**config.mk**
```make
export PLATFORM = sky130hd
export DESIGN_NAME = fe_ctl
export DESIGN_NICKNAME = d
export VERILOG_FILES = /design/src/fe_pkg.sv /design/src/fe_ctl.sv
export VERILOG_INCLUDE_DIRS = /design/src
export SDC_FILE = /design/constraint.sdc
export NUM_CORES = 1
export LEC_CHECK = 0
export ABC_AREA = 1
export BUFFER_PORTS_ARGS = -buffer_cell sky130_fd_sc_hd__buf_2
export CAP_MARGIN = 20
export CORE_MARGIN = 8
export CORE_UTILIZATION = 41
export CTS_BUF_LIST = sky130_fd_sc_hd__clkbuf_2
export DETAILED_ROUTE_END_ITERATION = 12
export GPL_TIMING_DRIVEN = 0
export PLACE_DENSITY = 0.71
export SYNTH_ARGS = -nofsm -noshare
export SYNTH_HDL_FRONTEND = slang
export SYNTH_SLANG_ARGS = --single-unit
```
**constraint.sdc**
```tcl
create_clock -name clk -period 2.6 [get_ports clk]
set_clock_uncertainty 0.2 [all_clocks]
set_input_delay 0.26 -clock clk [delete_from_list [all_inputs] [get_ports clk]]
set_output_delay 0.26 -clock clk [all_outputs]
set_load 0.005 [all_outputs]
```
**src/fe_params.svh**
```systemverilog
`ifndef FE_PARAMS_SVH
`define FE_PARAMS_SVH

// Byte address width of the fetch path
`define FE_ADDR_W 32

// Instruction memory depth as log2 of words
// 8 gives 256 words, indexed by pc[9:2]
`define FE_IMEM_AW 8

// First fetch address out of reset
`define FE_RESET_PC 32'h0000_0000

`endif

```
**src/fe_pkg.sv**
```systemverilog
`default_nettype none

`include "fe_params.svh"

package fe_pkg;

    // One byte address
    typedef logic [`FE_ADDR_W-1:0] t_paddr;

    // I-type field layout of an RV32 instruction word
    typedef struct packed {
        logic [11:0] imm;
        logic [4:0]  rs1;
        logic [2:0]  funct3;
        logic [4:0]  rd;
        logic [6:0]  opcode;
    } t_rv_itype;

    // Same word seen raw or split into I-type fields
    typedef union packed {
        logic [31:0] raw;
        t_rv_itype   itype;
    } t_rv_instr;

    // MISC-MEM opcode, used as the halt marker
    localparam logic [6:0] RV_OP_MISC = 7'b0001111;

    // Fetch control to fetch buffer
    typedef struct packed {
        logic   valid;
        t_paddr addr;
    } t_fe_fb_req;

    // Fetch buffer back to fetch control
    typedef struct packed {
        logic      valid;
        t_paddr    pc;
        t_rv_instr instr;
    } t_fb_fe_rsp;

    // Payload handed from fetch to decode
    typedef struct packed {
        t_paddr    pc;
        t_rv_instr instr;
    } t_instr_pkt;

    // Mispredict report from a later stage
    typedef struct packed {
        logic   valid;
        t_paddr tgt;
    } t_redirect;

    // Decode stage output
    typedef struct packed {
        t_paddr      pc;
        logic [6:0]  opcode;
        logic [4:0]  rd;
        logic [4:0]  rs1;
        logic [2:0]  funct3;
        logic [31:0] imm;
    } t_de_pkt;

endpackage

`default_nettype wire

```
**src/fe_ctl.sv**
```systemverilog
`timescale 1ns/100ps
`default_nettype none

`include "fe_params.svh"

module fe_ctl
    import fe_pkg::*;
(
    input  logic       clk,
    input  logic       reset,

    output t_fe_fb_req fe_fb_req,
    input  t_fb_fe_rsp fb_fe_rsp,

    input  t_redirect  redirect,

    output logic       valid_fe1,
    output t_instr_pkt instr_fe1,
    input  logic       stall,

    output logic       halted
);

    typedef enum logic [2:0] {
        st_idle,
        st_req,
        st_pdg,
        st_pdg_stall,
        st_drain,
        st_halt
    } t_fe_state;

    t_fe_state  state;
    t_fe_state  state_nxt;

    t_paddr     pc;
    t_instr_pkt capture;
    t_instr_pkt live_pkt;

    logic       rsp_live;
    logic       halt_rsp;
    logic       redirect_take;

    // A response landing in st_req is from the old path and goes unused
    assign rsp_live = fb_fe_rsp.valid;
    assign halt_rsp = rsp_live & (fb_fe_rsp.instr.itype.opcode == RV_OP_MISC);

    // Halt is final, redirects no longer apply
    assign redirect_take = redirect.valid & (state != st_halt);

    always_comb begin
        state_nxt = state;
        unique case (state)
            st_idle:      state_nxt = st_req;
            st_req:       state_nxt = st_pdg;
            st_pdg: begin
                if (halt_rsp) begin
                    state_nxt = stall ? st_drain : st_halt;
                end else if (rsp_live) begin
                    state_nxt = stall ? st_pdg_stall : st_pdg;
                end
            end
            st_pdg_stall: if (!stall) state_nxt = st_pdg;
            st_drain:     if (!stall) state_nxt = st_halt;
            st_halt:      state_nxt = st_halt;
            default:      state_nxt = st_idle;
        endcase
        // Restart from the target, captured word is lost
        if (redirect_take) begin
            state_nxt = st_req;
        end
    end

    always_ff @(posedge clk) begin
        if (reset) begin
            state <= st_idle;
        end else begin
            state <= state_nxt;
        end
    end

    // Request strobe, one at a time
    always_comb begin
        fe_fb_req.addr  = pc;
        fe_fb_req.valid = (state == st_req)
                        | (state == st_pdg & rsp_live & ~halt_rsp & ~stall)
                        | (state == st_pdg_stall & ~stall);
    end

    // PC points at the next word to request
    always_ff @(posedge clk) begin
        if (reset) begin
            pc <= `FE_RESET_PC;
        end else if (redirect_take) begin
            pc <= redirect.tgt;
        end else if (fe_fb_req.valid) begin
            pc <= pc + 32'd4;
        end
    end

    always_comb begin
        live_pkt.pc    = fb_fe_rsp.pc;
        live_pkt.instr = fb_fe_rsp.instr;
    end

    // Hold a copy for stalled cycles
    always_ff @(posedge clk) begin
        if (state == st_pdg && rsp_live) begin
            capture <= live_pkt;
        end
    end

    // Live word on the first cycle, capture afterwards
    always_comb begin
        instr_fe1 = (state == st_pdg) ? live_pkt : capture;
        valid_fe1 = ~redirect_take
                  & ((state == st_pdg & rsp_live)
                   | (state == st_pdg_stall)
                   | (state == st_drain));
    end

    assign halted = (state == st_halt);

endmodule

`default_nettype wire

```
---- After elaboration in Yosys (flattened, before gate mapping) ----
Index checks and enable logic that the tools add are counted.
word-level totals
  bits in registers ....................... 99
  input bits .............................. 101
  output and inout port bits .............. 99
operators by class
  add/sub/neg operators ................... 1
  eq/ne operators ......................... 13
  multiplexer cells ....................... 11
  bitwise gates (word level) .............. 14
  reductions and logical operators ........ 6
operator list
  cell                   count
  $mux 32                2
  $mux 64                1
  $add 32x3->32 const B  1
  $pmux 3 s6             1
  $mux 3                 4
  $ne 3x3->1 const B     4
  $and 1x1->1            7
  $eq 7x4->1 const B     1
  $eq 3x2->1 const B     2
  $eq 3x3->1 const B     2
  $reduce_and 3->1       2
  $ne 2x2->1 const B     2
  $ne 4x4->1 const B     1
  $or 1x1->1             4
  $eq 3x1->1 const B     1
  $logic_not 3->1        1
  $mux 1                 3
  $not 1->1              3
  $reduce_bool 2->1      1
  $reduce_or 2->1        1
  $logic_and 1x1->1      1

---- Logic depth before layout (Yosys ltp) ----
Gate-level depths: netlist (run 1).
  depth in word-level cells ............... 9
  gate-level depth with buffers ........... 12
  mapped depth without buffers ............ 11

---- Worst setup path before layout (run 1) ----
No wires, ideal clock.
  path type ............................... register to register
  from .................................... register state[1]
  to ...................................... register pc[16]
  library setup time ...................... 115 ps
  arrival time ............................ 2277 ps
  data required time ...................... 2285 ps
  slack ................................... 9 ps
  stages on the path, launching flop included .. 9
  path buffers ............................ 1
  path through ............................ dfxtp_1 > nand3_4 > nor2_4 > nand3_4 > nand3_4 > inv_2 > buf_4 > nor3_2 > nor2_1
between the ends
  longest elaborated chain between the ends .. 7
RTL lines
  what                         RTL line      RTL
  start: declaration           fe_ctl.sv:33  t_fe_state state;
  start signal: assignment     fe_ctl.sv:76  state <= st_idle;
  start signal: assignment     fe_ctl.sv:78  state <= state_nxt;
  $eq 3x2->1                   fe_ctl.sv:86  | (state == st_pdg & rsp_live & ~halt_rsp & ~stall)
  $and 1x1->1 (3 in series)    fe_ctl.sv:86
  $or 1x1->1                   fe_ctl.sv:86
  $or 1x1->1                   fe_ctl.sv:87  | (state == st_pdg_stall & ~stall);
  $reduce_bool 2->1 (no line)  -
  end signal: assignment       fe_ctl.sv:93  pc <= `FE_RESET_PC;
  end signal: assignment       fe_ctl.sv:95  pc <= redirect.tgt;
  end signal: assignment       fe_ctl.sv:97  pc <= pc + 32'd4;
  end: declaration             fe_ctl.sv:36  t_paddr pc;
Parallel ways exist; a longest one is shown, timed or not.
A chain may end at the register's enable or synchronous reset.

---- Final worst setup path (run 1) ----
  from .................................... register pc[15]
  to ...................................... register pc[25]
between the ends
  longest elaborated chain between the ends .. 3
RTL lines
  what           RTL line      RTL
  $add 32x3->32  fe_ctl.sv:97
  $mux 32        fe_ctl.sv:96  end else if (fe_fb_req.valid) begin
  $mux 32        fe_ctl.sv:94  end else if (redirect_take) begin
Every way passes these cells. The select of a mux whose other input is x is not followed.

==> results of run 1 <==
## cells by family (layout without fill, tap and decap cells)
group | count (synthesis) | after routing
flip-flops | 99 | 99
AO/OA/AOI/OAI | 46 | 46
buffers and inverters | 83 | 408
XOR/XNOR | 8 | 8
adder cells (fa/ha/maj) | 1 | 1
AND/OR/NAND/NOR | 512 | 513
## worst max-delay path by stage
stage | startpoint | end | slack [ps] | cells past startpoint
CTS | state[1] | valid_fe1 | 10 | 9
finish | pc[15] | pc[25] | 160 | 10
floorplan | state[1] | pc[16] | 9 | 8
detailed placement | state[1] | pc[14] | 60 | 8
global placement | state[1] | pc[16] | -540 | 8
global route | pc[2] | pc[8] | -0.2 | 9
## power by group
part	internal, mW	switching (mW)	total [mW]
clock	0.317	0.516	0.833
sequential	1.73	0.0690	1.80
combinational	0.340	0.333	0.673
total	2.39	0.918	3.31
## worst reg2reg max path, cell delays in order (launching register included)
cell and delay [ps]:
dfxtp_1 540, nand2_1 170, nor2_1 250, nand2_1 140, nor2_1 180, nand2_1 70
nand2_1 60, nand3_1 70, nand2_1 70, a21oi_1 50, dlygate4sd3_1 570
## final cells by class
| type | count | area (um2) |
|---|---|---|
| inverter | 56 | 212.7 |
| fill | 1157 | 5160 |
| tap | 176 | 220.2 |
| clock inverter | 6 | 90.09 |
| buffer | 27 | 185.2 |
| multi-input combinational | 568 | 2427 |
| timing repair buffer | 310 | 2112 |
| sequential | 99 | 2633 |
| clock buffer | 9 | 45.04 |
## registers in the layout, indices dropped and copies added (netlist names)
signal / cells
capture: 64
pc: 32
state: 3
## timing repair
item,in CTS,in global routing
endpoints found under the hold margin,98,0
gates resized for setup,9,23
pin swaps,1,0
buffers inserted,2,0
hold buffers,108,0
setup endpoints to repair,57,65
cloned,1,0
## placed cells by master (no fill, tap or decap), drive strengths merged
cell type,count
xor2,7
xnor2,1
nand3,44
nor2,90
clkbuf,23
dlygate4sd3,108
a31oi,1
nand4,3
edfxtp,64
ha,1
bufinv,2
o211ai,2
nand2,359
a21oi,20
or2,14
clkinv,2
o21ai,20
buf,215
clkinvlp,1
a21o,1
nor3,3
inv,57
dfxtp,35
o21bai,2
## per-stage QoR
step	area [um2]	setup TNS, ps
detailed placement	6643	0
global placement	6623	-16640
finish	7925	0
CTS	7891	0
global route	7925	-0.1814
floorplan	5406	0
## metal layers
layer	GRT usage, %	wire, um
met5	0	0
met4	7.833	467
met2	35.83	8395
met1	25.07	7404
met3	5.438	1918
==> results.toml, run 1 <==
[outcome]
status = "completed"

[timing]
slew_headroom_pct = 46.52
timing.fmax_mhz = 409.1
holdWs_ps = 206.0
finalCritPeriodShare_pct = 94.03
setup_viol = 0
final-max-slew-violation-count = 0
setup_ws_ps = 155.3
period_minus_slack_ps = 2445
tightest_slew_ps = 801.4
hold_violations = 0

[place]
dp_cells = 1125
dpl.hpwl_um = 12900
gp_congestion = 0.9159
dp_slack_ps = 62.44
portBuffers = 199

[cells_and_area]
final_util_pct = 60.57
antennaDiodeCount = 0
fin_cells = 1251
drive_gt1_share_pct = 24.74
nets = 1173
area_growth_pct = 46.59

[critical_path]
path_class = "flip-flop to flip-flop"
critPathSlowestCell = "dlygate4sd3_1"
r2r_cells = 10
required_ps = 2880
timing.rr.start = "pc[15]"
crit_path_max_incr_delay_ps = 570
cp.arrival_ps = 2730
r2r_setup_slack_ps = 160
cp_cell_sequence = "nand2_1 -> nor2_1 -> nand2_1 -> nor2_1 -> nand2_1 -> nand2_1 -> nand3_1 -> nand2_1 -> a21oi_1 -> dlygate4sd3_1"
rr_endpoint = "pc[25]"
crit_top_cell = "nand2_1"
critPathTopFamily = "simple AND/OR/NAND/NOR gates"
crit_path_end_kind = "flip-flop"
crit_buf_inv = 1
path_max_fanout = 6
worst_setup_path_start_kind = "flip-flop"

[yosys]
yosys.area_share.simple_pct = 38.58
synth_top_area_share_pct = 35.55
synth_nets = 851
yosysSeqAreaShare_pct = 48.51
yosysMostFrequentCell = "nand2_1"
avgSynthCellArea_um2 = 7.218
synth_common_cells = "nand2_1, nor2_1, edfxtp_1, inv_1, nand3_1"
synth_seq_cells = 99
synthArstFlopShare_pct = 0
synth.top_cells.by_area = "edfxtp_1, nand2_1, dfxtp_1"
synthXorXnorAreaFrac_pct = 1.296
synth_cell_types = 34
synth_edf_count = 64
yosys_warnings = 0
synth_top_area_cell = "edfxtp_1"
ys.flop_type = "edfxtp_1"
synth_top_family_by_area = "simple AND/OR/NAND/NOR gates"
synth-compound-area-share_pct = 4.582
synthMuxAreaShare_pct = 0
yosys.area_share.adder_pct = 0.2314
netlist_area_um2 = 5406
synthCells = 749

[min_path]
worst_hold_path.endpoint = "capture[13]"
hold_class = "input port to flip-flop"
min_from = "fb_fe_rsp[13]"
whs_path_depth = 2

[drt]
drt-pass1-iter-count = 5
drtAntennaViolNets = 0
drt-vias-per-instance = 4.728
drt_iter0_drc = 369
wl_per_cell_um = 14.54
vias = 5915
route.detailed.drc = 0
routed_wl_um = 18190

[global_route]
antenna_found_initial = 0
grt_max_degree = 34
grt_util_all_layers_pct = 21.05
grt_pass1_wl_um = 28370
first_global_vias = 5865
grt_overflow_total = 0

[power_and_ir_drop]
peakVddDrop_v = 0.0002369
powerDensity_nw_per_um2 = 417.5
power.total_mw = 3.308
p_leak_nw = 3.750

[clock_tree]
clk_pin_slew_worst_paths_ps = 270
cts_made_buffers = 9
clockBufferDepth = 2
tritoncts = "yes"
cts.root.buffer_cell = "clkbuf_2"
cts.sinks = 99
htreeDepth = 3
clkLatencyLatePin_ps = 560

[floorplan]
rows = 42
die_area_um2 = 17120
die-height_um = 130.8
initial_utilization_pct = 41.32
io_pins = 200
core_um2 = 13090
dieWidth_um = 130.8

[job]
drv_cap = 0
(Power assumes the default switching activity.)
==> run 2, diff against run 1 <==
--- a/config.mk
+++ b/config.mk
@@ -6,7 +6,6 @@
 export SDC_FILE = /design/constraint.sdc
 export NUM_CORES = 1
 export LEC_CHECK = 0
-export ABC_AREA = 1
 export BUFFER_PORTS_ARGS = -buffer_cell sky130_fd_sc_hd__buf_2
 export CAP_MARGIN = 20
 export CORE_MARGIN = 8
@@ -14,7 +13,7 @@
 export CTS_BUF_LIST = sky130_fd_sc_hd__clkbuf_2
 export DETAILED_ROUTE_END_ITERATION = 12
 export GPL_TIMING_DRIVEN = 0
-export PLACE_DENSITY = 0.71
+export PLACE_DENSITY = 0.73
 export SYNTH_ARGS = -nofsm -noshare
 export SYNTH_HDL_FRONTEND = slang
 export SYNTH_SLANG_ARGS = --single-unit
==> run 2 against run 1 <==
- routed wire length fell by 12%
- die area shrank 11%
- clock-buffer cell count is the same
- largest cell class unchanged
- synthesized cell count shrank 47%
- largest power group unchanged
- sequential power about the same
- fmax fell by 2.6%
- area after synthesis fell by 12%
- worst hold slack got worse by 80 ps
==> results.toml, run 2 <==
[critical_path]
crit_path_end_kind = "output port"
cp.arrival_ps = 2050
path_class = "flip-flop to output port"
path_max_fanout = 10
required_ps = 2140
r2r_setup_slack_ps = 150
worst_setup_path_start_kind = "flip-flop"

[yosys]
netlist_area_um2 = 4748
synthArstFlopShare_pct = 0
avgSynthCellArea_um2 = 11.93
synth_top_area_share_pct = 40.47
yosys.area_share.simple_pct = 11.20
synth-compound-area-share_pct = 12.28
yosys_warnings = 0
synth_cell_types = 42
synth_seq_cells = 99
synth_nets = 500
synth_top_family_by_area = "multiplexers"
synthMuxAreaShare_pct = 16.02
synthCells = 398
ys.flop_type = "edfxtp_1"
synth_top_area_cell = "edfxtp_1"
synth_common_cells = "edfxtp_1, mux2_2, dfxtp_1, nor2_1, clkbuf_1"
synth.top_cells.by_area = "edfxtp_1, mux2_2, dfxtp_1"
yosysSeqAreaShare_pct = 55.23
synthXorXnorAreaFrac_pct = 2.213
yosys.area_share.adder_pct = 0.2635
synth_edf_count = 64

[floorplan]
rows = 39
die-height_um = 123.6
die_area_um2 = 15280
dieWidth_um = 123.6
core_um2 = 11370
io_pins = 200
initial_utilization_pct = 41.76

[drt]
drt_iter0_drc = 266
wl_per_cell_um = 18.57
routed_wl_um = 15990
drtAntennaViolNets = 0
route.detailed.drc = 0
vias = 4565
drt-vias-per-instance = 5.302
drt-pass1-iter-count = 6

[cells_and_area]
drive_gt1_share_pct = 42.20
area_growth_pct = 51.86
top_register = "capture"
nets = 815
reg_top3 = "capture (64), pc (32), state (3)"
largest_register_ffs = 64
fin_cells = 861
final_util_pct = 63.42
final_common_cell = "buf_2"
layout_common_cells = "buf_2, dlygate4sd3_1, edfxtp_1, mux2_2, dfxtp_1"
antennaDiodeCount = 0

[global_route]
grt_util_all_layers_pct = 20.48
grt_pass1_wl_um = 24650
first_global_vias = 4714
antenna_found_initial = 0
grt_overflow_total = 0
grt_max_degree = 65

[clock_tree]
clockBufferDepth = 2
htreeDepth = 3
clkLatencyLatePin_ps = 560
clk_pin_slew_worst_paths_ps = 270
cts.sinks = 99
tritoncts = "yes"
cts.root.buffer_cell = "clkbuf_2"
cts_made_buffers = 9

[timing]
hold_violations = 0
period_minus_slack_ps = 2510
setup_ws_ps = 89.86
finalCritPeriodShare_pct = 96.54
rsz0062_at_grt = "yes"
final-max-slew-violation-count = 0
tightest_slew_ps = 803.7
slew_headroom_pct = 46.42
setup-tns-final_ps = 0
timing.fmax_mhz = 398.4
setup_viol = 0

[power_and_ir_drop]
powerDensity_nw_per_um2 = 424.0
peakVddDrop_v = 0.0002454
p_comb_share_pct = 17.9
power_switching_mw = 0.8036
power.total_mw = 3.058
clkPwrFrac_pct = 23.8
p_seq_share_pct = 58.3
p_leak_nw = 2.897
internal-power_mw = 2.254
swShare_pct = 26.28

[place]
dpl.hpwl_um = 10670
dp_slack_ps = -730.3
portBuffers = 198
dp_cells = 739
gp_congestion = 0.8431

[min_path]
hold_class = "input port to flip-flop"

[outcome]
status = "completed"

[job]
drv_cap = 0
## run 2: cell types whose count changed in the layout (fill, tap and decap cells not counted), moves of 13 or more
cell and change:
nand2_1 -341, a311oi_1 +13, inv_1 -37, nor2_1 -57, nand3_1 -35, mux2_2 +62
## run 2: what timing repair did
item,in CTS,in global routing
resized for setup,23,18
buffers inserted,5,1
endpoints found under the setup margin,135,62
hold endpoints to repair,99,0
hold buffers,103,0
pin swaps,1,1
## run 2: layer usage
| layer | vias to the layer above | share of wire (%) | GRT usage (%) | wire [um] |
|---|---|---|---|---|
| met5 | - | 0 | 0 | 0 |
| li1 | 2157 | - | - | - |
| met2 | 227 | 49 | 34.76 | 7806 |
| met1 | 2163 | 40 | 24.60 | 6393 |
| met3 | 18 | 9.9 | 6.210 | 1584 |
| met4 | 0 | 1.3 | 5.869 | 206 |
## run 2: worst paths after layout
path,depth (start not counted),startpoint,to
worst max register to register,5,pc[11],pc[26]
worst min register to register,2,pc[1],pc[1]
worst max-delay path,5,state[0],instr_fe1[28]
worst min-delay path,6,fb_fe_rsp[5],state[2]
## run 2: power groups by stage
stage	clock, mW	sequential (mW)	combinational [mW]
2_1_floorplan	0	1.81	0.176
3_3_place_gp	0	1.81	0.384
3_5_place_dp	0	1.82	0.393
4_1_cts	0.755	1.78	0.528
5_1_grt	0.803	1.79	0.595
6_report	0.727	1.78	0.547
## run 2: logic make-up (layout without fill, tap and decap cells)
family / count (synthesis) / after routing
simple gates: 102 / 102
mux: 68 / 68
compound gates: 81 / 81
flops: 99 / 99
buf+inv: 35 / 355
xor+xnor: 12 / 12
fa+ha+maj: 1 / 1
## run 2: final cells by class
cell class,count,area (um2)
fill,833,4159
sequential,99,2635
timing repair buffer,306,2066
multi-input combinational,264,2024
tap,143,178.9
buffer,21,150.1
clock inverter,7,66.31
clock buffer,9,45.04
inverter,12,45.04
## run 2: metrics by stage
step / cell area, um2 / hold WS, ps
after floorplan: 4751 / 138.7
after global placement: 5921 / 247.2
after detailed placement: 5921 / 247.0
after CTS: 7162 / 93.38
after global routing: 7211 / 144.9
final: 7211 / 125.8
## run 2: worst max-delay path: stages (launching register included)
cell,delay [ps]
dfxtp_4,430
nor3b_4,260
buf_8,180
buf_8,150
mux2_2,360
buf_2,130
