--- config.mk ---
export PLATFORM = sky130hd
export DESIGN_NAME = fe_decode
export DESIGN_NICKNAME = d
export VERILOG_FILES = /design/src/fe_pkg.sv /design/src/fe_decode.sv
export VERILOG_INCLUDE_DIRS = /design/src
export SDC_FILE = /design/constraint.sdc
export NUM_CORES = 1
export LEC_CHECK = 0
export BUFFER_PORTS_ARGS = -buffer_cell sky130_fd_sc_hd__buf_2
export CAP_MARGIN = 25
export CORE_AREA = 2 2 76 78
export DETAILED_ROUTE_END_ITERATION = 8
export DIE_AREA = 0 0 78 80
export PLACE_DENSITY_LB_ADDON = 0.12
export SYNTH_ARGS = -nofsm -noshare
export SYNTH_HDL_FRONTEND = slang
export SYNTH_SLANG_ARGS = --single-unit
--- constraint.sdc ---
create_clock -name clk -period 3.3 [get_ports clk]
set_clock_uncertainty 0.1 [all_clocks]
set_input_delay 0.99 -clock clk [delete_from_list [all_inputs] [get_ports clk]]
set_output_delay 0.99 -clock clk [all_outputs]
set_load 0.05 [all_outputs]
--- src/fe_params.svh ---
`ifndef FE_PARAMS_SVH
`define FE_PARAMS_SVH

// Byte address width of the fetch path
`define FE_ADDR_W 32

// Instruction memory depth as log2 of words
// 8 gives 256 words, indexed by pc[9:2]
`define FE_IMEM_AW 8

// First fetch address out of reset
`define FE_RESET_PC 32'h0000_0000

`endif

--- src/fe_pkg.sv ---
`default_nettype none

`include "fe_params.svh"

package fe_pkg;

    // One byte address
    typedef logic [`FE_ADDR_W-1:0] t_paddr;

    // I-type field layout of an RV32 instruction word
    typedef struct packed {
        logic [11:0] imm;
        logic [4:0]  rs1;
        logic [2:0]  funct3;
        logic [4:0]  rd;
        logic [6:0]  opcode;
    } t_rv_itype;

    // Same word seen raw or split into I-type fields
    typedef union packed {
        logic [31:0] raw;
        t_rv_itype   itype;
    } t_rv_instr;

    // MISC-MEM opcode, used as the halt marker
    localparam logic [6:0] RV_OP_MISC = 7'b0001111;

    // Fetch control to fetch buffer
    typedef struct packed {
        logic   valid;
        t_paddr addr;
    } t_fe_fb_req;

    // Fetch buffer back to fetch control
    typedef struct packed {
        logic      valid;
        t_paddr    pc;
        t_rv_instr instr;
    } t_fb_fe_rsp;

    // Payload handed from fetch to decode
    typedef struct packed {
        t_paddr    pc;
        t_rv_instr instr;
    } t_instr_pkt;

    // Mispredict report from a later stage
    typedef struct packed {
        logic   valid;
        t_paddr tgt;
    } t_redirect;

    // Decode stage output
    typedef struct packed {
        t_paddr      pc;
        logic [6:0]  opcode;
        logic [4:0]  rd;
        logic [4:0]  rs1;
        logic [2:0]  funct3;
        logic [31:0] imm;
    } t_de_pkt;

endpackage

`default_nettype wire

--- src/fe_decode.sv ---
`timescale 1ns/100ps
`default_nettype none

module fe_decode
    import fe_pkg::*;
(
    input  logic       clk,
    input  logic       reset,

    input  logic       valid_fe1,
    input  t_instr_pkt instr_fe1,
    input  logic       stall,

    output logic       de_valid,
    output t_de_pkt    de_pkt
);

    t_de_pkt   de_nxt;
    t_rv_itype fields;

    assign fields = instr_fe1.instr.itype;

    // Field split on the I-type layout
    always_comb begin
        de_nxt.pc     = instr_fe1.pc;
        de_nxt.opcode = fields.opcode;
        de_nxt.rd     = fields.rd;
        de_nxt.rs1    = fields.rs1;
        de_nxt.funct3 = fields.funct3;
        // imm[11] copied into the upper 20 bits
        de_nxt.imm    = {{20{fields.imm[11]}}, fields.imm};
    end

    always_ff @(posedge clk) begin
        if (reset) begin
            de_valid <= 1'b0;
        end else if (!stall) begin
            de_valid <= valid_fe1;
        end
    end

    // Payload held while decode is stalled
    always_ff @(posedge clk) begin
        if (!stall) begin
            de_pkt <= de_nxt;
        end
    end

endmodule

`default_nettype wire

* Word-level counts from Yosys, hierarchy flattened
Index checks and enable logic that the tools add are counted.
Word-level totals: register bits after elaboration 65, bits in latches 0, memory bits (writable) 0, ROM bits 0, input port bits 68, word-level logic and storage cells 7, memories kept 0
Cells by class: $add $sub $neg 0, multiply operators 0, div/mod/pow operators 0, magnitude comparators 0, equality and inequality tests 0, shifts and indexed selects 0, multiplexer cells 0, bitwise operators 0, reductions and logical operators 0

* Logic depth before layout (Yosys ltp)
Gate-level depths: netlist of the first run.
depth after elaboration 0, depth in mapped cells 2, mapped depth without buffers 2

* Worst setup path before layout of the first run
Ideal clock, no wire load.
path kind input -> register, from input port stall, to register de_pkt[0] in the netlist's numbering, enable pin, library setup time 418 ps, arrival time 2232 ps, path slack 550 ps, stages on the path 1, path buffers 0, cells stage by stage inv_1
RTL lines:
- from (decl) | line fe_decode.sv:12 | input logic stall,
- to (signal assigned) | line fe_decode.sv:45 | de_pkt <= de_nxt;
- to (decl) | line fe_decode.sv:15 | output t_de_pkt de_pkt
No word-level cell between the ends.

* Final worst setup path of the first run
from register de_pkt[11] (netlist name), to output port de_pkt[21] in the netlist's numbering
No word-level cell between the ends.

==> results.md, run 1 <==
* Final setup viols at 0
* Cts repair resizes at 0
* Final Slew Violations at 0
* Relative slew slack at 0.614
* Std cell rows at 27
* Fraction of the mapped netlist area in simple logic gates at 0.00178
* Core Area at 5410 µm²
* Syn Inst Count at 88
* Final #Nets at 300
* Fin Hold WS at 0.417 ns
* Final period util at 0.713
* Area share of the largest cell type after synthesis at 0.911
* Final WL at 4.10 mm
* Worst-skew pair later-pin latency at 0.33 ns
* RSZ-0062 raised after global routing: no
* Hold depth at 2
* Post-Synthesis Cell Area at approximately 2100 µm²
* Clock root buffer: clkbuf_8
* Syn_nets at 156
* CP Capture Type: primary output
* Final design area excluding fillers at a little over 3000 µm²
* CP startpoint kind: register
* DR WL/cell at 13.3 µm
* Via count at 1267
* CTS Sinks at 65
* Status: finished, final reports clean
* CTS tree: done
* Fill count at 462
* Type of the worst setup path: reg -> out
* Worst path slowest cell: edfxtp_1
* MaxCap Viol Count at 0
* Non-Filler Instances at 309
* Setup TNS at 0 ns
* Vias in the first global route at 1216
* Buf+Inv Stages, Crit Path at 1
* Data required time of the worst path at 2.21 ns
* FMAX at 425 MHz
* Die Y at ~80 µm
* Multi-input gate area at 13.8 µm²
* Yosys warnings at 0
* Worst path depth at 1
* Dpl cells at approximately 300
* Area contributors post-synth: edfxtp_1, buf_4, dfxtp_1, mux2i_1, inv_1
* Final min period at 2.35 ns
* Synth Register Bits at 65
* P&R area growth vs syn at 44.1%
* Die area at 6240 µm²
* Pin count of the biggest net entering global routing at 40
* Postcts setup bufs at 0
* Hold_buf cts at 0
* Die X at between 70 and 80 µm
* Clock buffer count from CTS at 9
* Post-synthesis sequential area ratio at 0.921
* First-pass DRT Iterations at 4
* Post-route DRC at 0
* Antenna violations before repair at 0
* WP data arrival at 1.26 ns
* Pwr dens at 701 nW/µm²
* Post-route ant nets at 0
* LEAKAGE at 1.36 nW
* DRT iter0 DRCs at 46
* Largest area contributor in the netlist: edfxtp_1
* Complex-gate fraction of the synthesized area at 0
* Area share of xor/xnor cells in the synthesized design at 0
* IO buf count at 152
* Diodes inserted at 0
* Layout cells sized above 1 at 0.709
* Combinational family with the most area after synthesis: buffers and inverters
* H-Tree Depth at 3
* Num ports at 153
* Final-report hold violation count at 0
* Adder-cell area share of the yosys netlist at 0
* Hold crit path type: reg -> reg
* All-Layer GR Usage at 0.133
* Worst-path maximum fanout at 21
* GRT overflow at 0
* Reg clk slew, reported paths at around 0.070 ns
* Post-DP Area at 2830 µm²
* First-pass GRT wire length at 5.84 mm
* Number of vias per cell at 4.10
* Slew @ Worst Pin at 0.578 ns
* Critical Path Max Stage Delay at 0.59 ns
* Worst-path cell chain: buf_2
* Bufs on Longest Clock Path at 2
* Worst R2R Path Depth at 2
* Synth cell types at 6
* Reg area at 1940 µm²
* Worst vdd ir at 0.369 mV
* RePlAce Congestion at 0.708
* Avg Cell Area, Syn at between 20 and 25 µm²
* Top delay family on crit path: flip-flops
* Mux share of post-synthesis cell area at 0.00474
* Effective utilization at floorplan at 0.390
## synthesized netlist by cell type
cell type,n
nor2_1,1
inv_1,1
dfxtp_1,1
edfxtp_1,64
mux2i_1,1
buf_4,20
## flip-flops by register name, indices dropped and copies added (netlist names)
signal,flops
de_pkt,64
de_valid,1
## metal layers
metal	global-route usage	part of all wire	vias up
li1	-	-	600
met1	0.142	0.35	565
met2	0.209	0.51	93
met3	0.0577	0.12	9
met4	0.100	0.025	0
met5	0	0	-
## layout make-up
class,instances,share of cell area
clock buffers,9,0.0408
multi-input cells,2,0.00453
clock inverters,7,0.0280
well taps,72,0.0296
repair buffers,153,0.257
inverters,1,0.00124
flip-flops and latches,65,0.639
## metrics by stage
stage	util	total power, mW	worst slack [ns]
after floorplan	-	1.36	0.550
after global placement	0.524	1.45	1.03
after CTS	0.562	2.15	0.905
after global routing	0.562	2.20	0.865
after detailed placement	0.524	1.45	1.01
final	0.562	2.13	0.946
## placed cells by master, fill, tap and decap left out
cell type,Yosys,layout
clkinv_2,0,2
bufinv_16,0,2
dfxtp_1,1,1
edfxtp_1,64,64
inv_2,0,1
clkinvlp_4,0,1
nor2_1,1,1
buf_2,0,152
clkinv_1,0,2
clkbuf_8,0,9
mux2i_1,1,1
buf_12,0,1
## where the power goes
part	leakage [nW]	switching (mW)	total [mW]	internal (mW)
clock network	0.104	0.286	0.703	0.417
registers	0.635	0.0181	0.997	0.979
logic	0.621	0.346	0.430	0.0839
## cell families after synthesis
family                 Yosys count
multiplexers                     1
AND/OR/NAND/NOR                  1
buffers and inverters           21
flip-flops                      65
## final timing paths
path         slack (ns)    endpoint        from
max                0.95  de_pkt[21]  de_pkt[11]
min                0.42    de_valid    de_valid
min reg2reg        0.42    de_valid    de_valid
max reg2reg        2.61    de_valid    de_valid
(Power assumes the default switching activity.)
==> inputs of run 2 (changes only) <==
Clock period 3.3 ns to 2.2 ns, I/O delays scaled along.
==> run 2 against run 1 <==
Design area is the same. Register-to-register slack lost 1.1 ns. Final cell count rose by 0.32%. Routed wire length decreased by 1.9%. Die area stayed put. Critical path type unchanged. First-iteration DRC count down 4.3%. Core utilization did not move. Count of clock-buffer cells in the layout is the same. Sequential share of layout area did not move.
==> results.md, run 2 (synthesis results as in run 1) <==
* Status: finished, final reports clean (unchanged)
* P&R area growth vs syn at 44.1% (unchanged)
* Sequential group share of total power at 0.485 (was 0.468)
* Layout cells sized above 1 at 0.714 (was 0.709)
* First-pass DRT Iterations at 4 (unchanged)
* Hold_buf cts at 0 (unchanged)
* DRT iter0 DRCs at 44 (was 46)
* Net Switching at 0.969 mW (was 0.651 mW)
* Cts repair resizes at 0 (unchanged)
* RePlAce Congestion at 0.721 (was 0.708)
* CTS Sinks at 65 (unchanged)
* GRT overflow at 0 (unchanged)
* Effective utilization at floorplan at 0.390 (unchanged)
* Total design power at 3.08 mW (was 2.13 mW)
* Fin Hold WS at 0.376 ns (was 0.417 ns)
* LEAKAGE at 1.36 nW (about the same)
* Critical Path Max Stage Delay at 0.59 ns (about the same)
* Clock root buffer: clkbuf_8 (unchanged)
* Clock buffer count from CTS at 9 (unchanged)
* Final WL at 4.02 mm (was 4.10 mm)
* Diodes inserted at 0 (unchanged)
* IO buf count at 152 (unchanged)
* All-Layer GR Usage at 0.130 (was 0.133)
* Die Y at 80 µm (unchanged)
* Final Slew Violations at 0 (unchanged)
* Final setup viols at 0 (unchanged)
* WP data arrival at 1.26 ns (about the same)
* Worst-path maximum fanout at 21 (unchanged)
* H-Tree Depth at 3 (unchanged)
* Type of the worst setup path: reg -> out (unchanged)
* Via count at 1256 (was 1267)
* Die X at 78 µm (unchanged)
* Vias in the first global route at 1197 (was 1216)
* Setup TNS at 0 ns (unchanged)
* DR WL/cell at 13.0 µm (was 13.3 µm)
* Internal at 2.11 mW (was 1.48 mW)
* Final core occ at 0.562 (unchanged)
* CTS tree: done (unchanged)
* Num ports at 153 (unchanged)
* DP Worst Slack at 0.333 ns (was 1.01 ns)
* Worst path slowest cell: edfxtp_1 (unchanged)
* Pin count of the biggest net entering global routing at 30 (was 40)
* Final period util at 0.919
* Worst-path cell chain: buf_2 (unchanged)
* FMAX at 495 MHz
* Reg with most FFs: de_pkt (unchanged)
* Max reg flops at 64 (unchanged)
* Slew @ Worst Pin at 0.401 ns (was 0.578 ns)
* Final setup margin at 0.178 ns (was 0.946 ns)
* Final #Nets at 301 (was 300)
* Core Area at 5410 µm² (unchanged)
* Top delay family on crit path: flip-flops (unchanged)
* CP startpoint kind: register (unchanged)
* Std cell rows at 27 (unchanged)
* Buf+Inv Stages, Crit Path at 1 (unchanged)
* MaxCap Viol Count at 0 (unchanged)
* Most common cell after layout, fill and taps aside: buf_2 (unchanged)
* Post-route DRC at 0 (unchanged)
* RSZ-0062 raised after global routing: no (unchanged)
* Gate power share at 0.212 (was 0.202)
* Number of vias per cell at 4.05 (was 4.10)
* Bufs on Longest Clock Path at 2 (unchanged)
* Antenna violations before repair at 0 (unchanged)
* Fill count at 462 (unchanged)
* Data required time of the worst path at 1.44 ns (was 2.21 ns)
* First-pass GRT wire length at 5.69 mm (was 5.84 mm)
* Pwr dens at 1010 nW/µm² (was 701 nW/µm²)
* Biggest regs: de_pkt x64, de_valid x1 (unchanged)
* Postcts setup bufs at 0 (unchanged)
* Worst vdd ir at 0.574 mV (was 0.369 mV)
* Post-route ant nets at 0 (unchanged)
* CP Capture Type: primary output (unchanged)
* Worst-skew pair later-pin latency at 0.33 ns (about the same)
* Most frequent cells in the layout: buf_2, edfxtp_1, clkbuf_8 (unchanged)
* Final min period at roughly 2.0 ns
* Hold crit path type: in -> reg (was reg -> reg)
* Reg clk slew, reported paths at 0.06 ns (was 0.07 ns)
* Relative slew slack at 0.732 (was 0.614)
* Final-report hold violation count at 0 (unchanged)
* Clock power share at 0.303 (was 0.330)
* Die area at 6240 µm² (unchanged)
* Sw frac at 0.315 (was 0.305)
## run 2: cell type report
cell class | instances | area (µm²) | share of cell area
Inverter | 1 | 7.51 | 0.00247
Clock buffer | 9 | 124 | 0.0408
Clock inverter | 7 | 61.3 | 0.0202
Tap cell | 72 | 90.1 | 0.0296
Timing Repair Buffer | 154 | 801 | 0.263
Multi-Input combinational cell | 2 | 13.8 | 0.00453
Sequential cell | 65 | 1940 | 0.639
## run 2: path summary, 6_finish.rpt
kind	to	depth (start not counted)	start	slack, ns
max	de_pkt[29]	1	de_pkt[11]	0.18
min	de_valid	2	reset	0.38
max reg2reg	de_valid	2	de_valid	1.50
min reg2reg	de_valid	2	de_valid	0.41
## run 2: stage by stage
stage | cells | area (µm²)
CTS | 310 | 3040
finish | 310 | 3040
floorplan | 88 | 2110
global route | 310 | 3040
detailed placement | 294 | 2850
global placement | 294 | 2850
## run 2: layer usage
metal,vias to the layer above,part of all wire,global-route usage
li1,604,-,-
met5,-,0,0
met1,553,0.35,0.137
met2,87,0.51,0.206
met4,0,0.033,0.107
met3,12,0.11,0.0520
## run 2: power groups by stage
stage / combinational, mW / clock, mW / sequential, mW
2_1_floorplan: 0.163 / 0 / 1.87
3_3_place_gp: 0.656 / 0 / 1.52
3_5_place_dp: 0.658 / 0 / 1.52
4_1_cts: 0.657 / 0.968 / 1.49
5_1_grt: 0.674 / 1.01 / 1.50
6_report: 0.651 / 0.933 / 1.49
==> inputs of run 3 (changes only) <==
Settings changed: ABC_AREA set to 1.
==> run 3 against run 2 <==
First-iteration DRC count decreased by 11%. Non-clock buffer count unchanged. Synthesized cell count increased by 4.5%. Clock power decreased by 15%. Design area decreased by 1.5%. Critical path type unchanged. Setup slack about the same. Count of clock-buffer cells in the layout increased by 2. Total power decreased by 4.5%. Largest power group unchanged. Register-to-register slack about the same.
==> results.md, run 3 <==
* Hold depth at 1 (was 2)
* Reg with most FFs: de_pkt (unchanged)
* Post-synthesis sequential area ratio at 0.916 (was 0.921)
* First-pass GRT wire length at 5.62 mm (was 5.69 mm)
* DR WL/cell at 12.9 µm (was 13.0 µm)
* Area share of the largest cell type after synthesis at 0.906 (was 0.911)
* Post-Synthesis Cell Area at 2120 µm² (was 2110 µm²)
* Synth Register Bits at 65 (unchanged)
* Post-route ant nets at 0 (unchanged)
* RePlAce Congestion at 0.684 (was 0.721)
* Vias in the first global route at 1213 (was 1197)
* GRT overflow at 0 (unchanged)
* Layout cells sized above 1 at 0.694 (was 0.714)
* Worst path depth at 1 (unchanged)
* Hold_buf cts at 0 (unchanged)
* WP data arrival at 1.26 ns (about the same)
* Most numerous cell in the Yosys netlist: edfxtp_1 (unchanged)
* Cts repair resizes at 0 (unchanged)
* Final WL at 4.04 mm (was 4.02 mm)
* Most common cell after layout, fill and taps aside: buf_2 (unchanged)
* Buf+Inv Stages, Crit Path at 1 (unchanged)
* IO buf count at 152 (unchanged)
* Effective utilization at floorplan at 0.392 (was 0.390)
* Worst R2R Path Depth at 4 (was 2)
* Most frequent cells in the layout: buf_2, edfxtp_1, clkbuf_8 (unchanged)
* Synth cell types at 7 (was 6)
* CP startpoint kind: register (unchanged)
* Via count at 1278 (was 1256)
* Status: finished, final reports clean (unchanged)
* Max reg flops at 64 (unchanged)
* Final period util at 0.919 (about the same)
* CP Capture Type: primary output (unchanged)
* Worst path slowest cell: edfxtp_1 (unchanged)
* Post-route DRC at 0 (unchanged)
* Num ports at 153 (unchanged)
* DRT iter0 DRCs at 39 (was 44)
* Syn Inst Count at 92 (was 88)
* Worst vdd ir at 0.503 mV (was 0.574 mV)
* Worst-skew pair later-pin latency at 0.32 ns (was 0.33 ns)
* Largest area contributor in the netlist: edfxtp_1 (unchanged)
* Slew @ Worst Pin at 0.433 ns (was 0.401 ns)
* CTS tree: done (unchanged)
* Type of the worst setup path: reg -> out (unchanged)
* Final #Nets at 305 (was 301)
* H-Tree Depth at 3 (unchanged)
* Clock buffer count from CTS at 9 (unchanged)
* Post-synth top cells: edfxtp_1, buf_4, inv_1 (was edfxtp_1, buf_4)
* Diodes inserted at 0 (unchanged)
* Total design power at 2.94 mW (was 3.08 mW)
* Reg clk slew, reported paths at 0.07 ns (was 0.06 ns)
* Async set or reset register ratio after synthesis at 0 (unchanged)
* Setup TNS at 0 ns (unchanged)
* Fin Hold WS at 0.407 ns (was 0.376 ns)
* Area contributors post-synth: edfxtp_1, buf_4, dfxtp_1, inv_1, nand2_1 (was edfxtp_1, buf_4, dfxtp_1, mux2i_1, inv_1)
* Syn_nets at 160 (was 156)
* Non-Filler Instances at 314 (was 310)
* First-pass DRT Iterations at 4 (unchanged)
* FMAX at 494 MHz (was 495 MHz)
* Critical Path Max Stage Delay at 0.60 ns (was 0.59 ns)
* Post-synth EDFFs at 64 (unchanged)
* Fill count at 471 (was 462)
* Relative slew slack at 0.711 (was 0.732)
* Postcts setup bufs at 0 (unchanged)
* Yosys warnings at 0 (unchanged)
* Pwr dens at 981 nW/µm² (was 1010 nW/µm²)
* Core Area at 5410 µm² (unchanged)
* Worst-path maximum fanout at 21 (unchanged)
* Synth Flop Type: edfxtp_1 (unchanged)
* Clock root buffer: clkbuf_8 (unchanged)
* Top delay family on crit path: flip-flops (unchanged)
* Final Slew Violations at 0 (unchanged)
* Final-report hold violation count at 0 (unchanged)
* CTS Sinks at 65 (unchanged)
* P&R area growth vs syn at 41.2% (was 44.1%)
* Bufs on Longest Clock Path at 2 (unchanged)
* Die area at 6240 µm² (unchanged)
* Die Y at 80 µm (unchanged)
* Dpl cells at 298 (was 294)
* Avg Cell Area, Syn at 23.1 µm² (was 24.0 µm²)
* RSZ-0062 raised after global routing: no (unchanged)
* All-Layer GR Usage at 0.128 (was 0.130)
* LEAKAGE at 1.34 nW (was 1.36 nW)
* Std cell rows at 27 (unchanged)
* Multi-input gate area at 17.5 µm² (was 13.8 µm²)
* Final setup viols at 0 (unchanged)
* Worst-path cell chain: buf_2 (unchanged)
* Reg area at 1940 µm² (unchanged)
* Pin count of the biggest net entering global routing at 37 (was 30)
* Data required time of the worst path at 1.44 ns (about the same)
* Die X at 78 µm (unchanged)
* MaxCap Viol Count at 0 (unchanged)
* Biggest regs: de_pkt x64, de_valid x1 (unchanged)
* Antenna violations before repair at 0 (unchanged)
* Hold crit path type: in -> reg (unchanged)
* Final min period at 2.02 ns (about the same)
* Number of vias per cell at 4.07 (was 4.05)
[run 3: cell count changes after synthesis]
cell / previous run / this run
inv_1: 1 / 3
nand2_1: 0 / 2
mux2i_1: 1 / 0
nor2_2: 0 / 1
[run 3: final timing paths]
check,start,to,slack (ns)
hold / removal,instr_fe1[32],de_pkt[52],0.41
setup / recovery,de_pkt[11],de_pkt[29],0.18
setup reg to reg,de_valid,de_valid,1.51
hold reg to reg,de_valid,de_valid,0.42
[run 3: power by group]
part | total, mW | switching (mW) | internal [mW] | leakage (nW)
combinational | 0.648 | 0.522 | 0.125 | 0.627
sequential | 1.49 | 0.0251 | 1.47 | 0.635
clock | 0.796 | 0.401 | 0.395 | 0.0819
[run 3: logic make-up (layout without fill, tap and decap cells)]
kind of cell,count (synthesis),in the layout,synth area share
flip-flops,65,65,0.916
buffers and inverters,23,173,0.0761
AND/OR/NAND/NOR,4,4,0.00826
[run 3: cell type report]
| cell class | count | area share |
|---|---|---|
| repair buffers | 154 | 0.259 |
| flip-flops and latches | 65 | 0.649 |
| multi-input cells | 4 | 0.00585 |
| well taps | 72 | 0.0301 |
| clock inverters | 5 | 0.00752 |
| clock buffers | 11 | 0.0439 |
| inverters | 3 | 0.00501 |
[run 3: per-layer routing]
layer | global-route usage | share of wire | up-vias | wire length, µm
li1 | - | - | 611 | -
met2 | 0.209 | 0.52 | 89 | 2090
met3 | 0.0724 | 0.14 | 6 | 566
met4 | 0.0842 | 0.014 | 0 | 55
met5 | 0 | 0 | - | 0
met1 | 0.124 | 0.33 | 572 | 1320
[run 3: metrics by stage]
stage / setup WS, ns / utilization / instance area [µm²]
after floorplan: 0.167 / - / 2120
after global placement: 0.497 / 0.525 / 2840
after detailed placement: 0.490 / 0.525 / 2840
after CTS: 0.132 / 0.554 / 2990
after global routing: 0.0693 / 0.554 / 2990
final: 0.178 / 0.554 / 2990
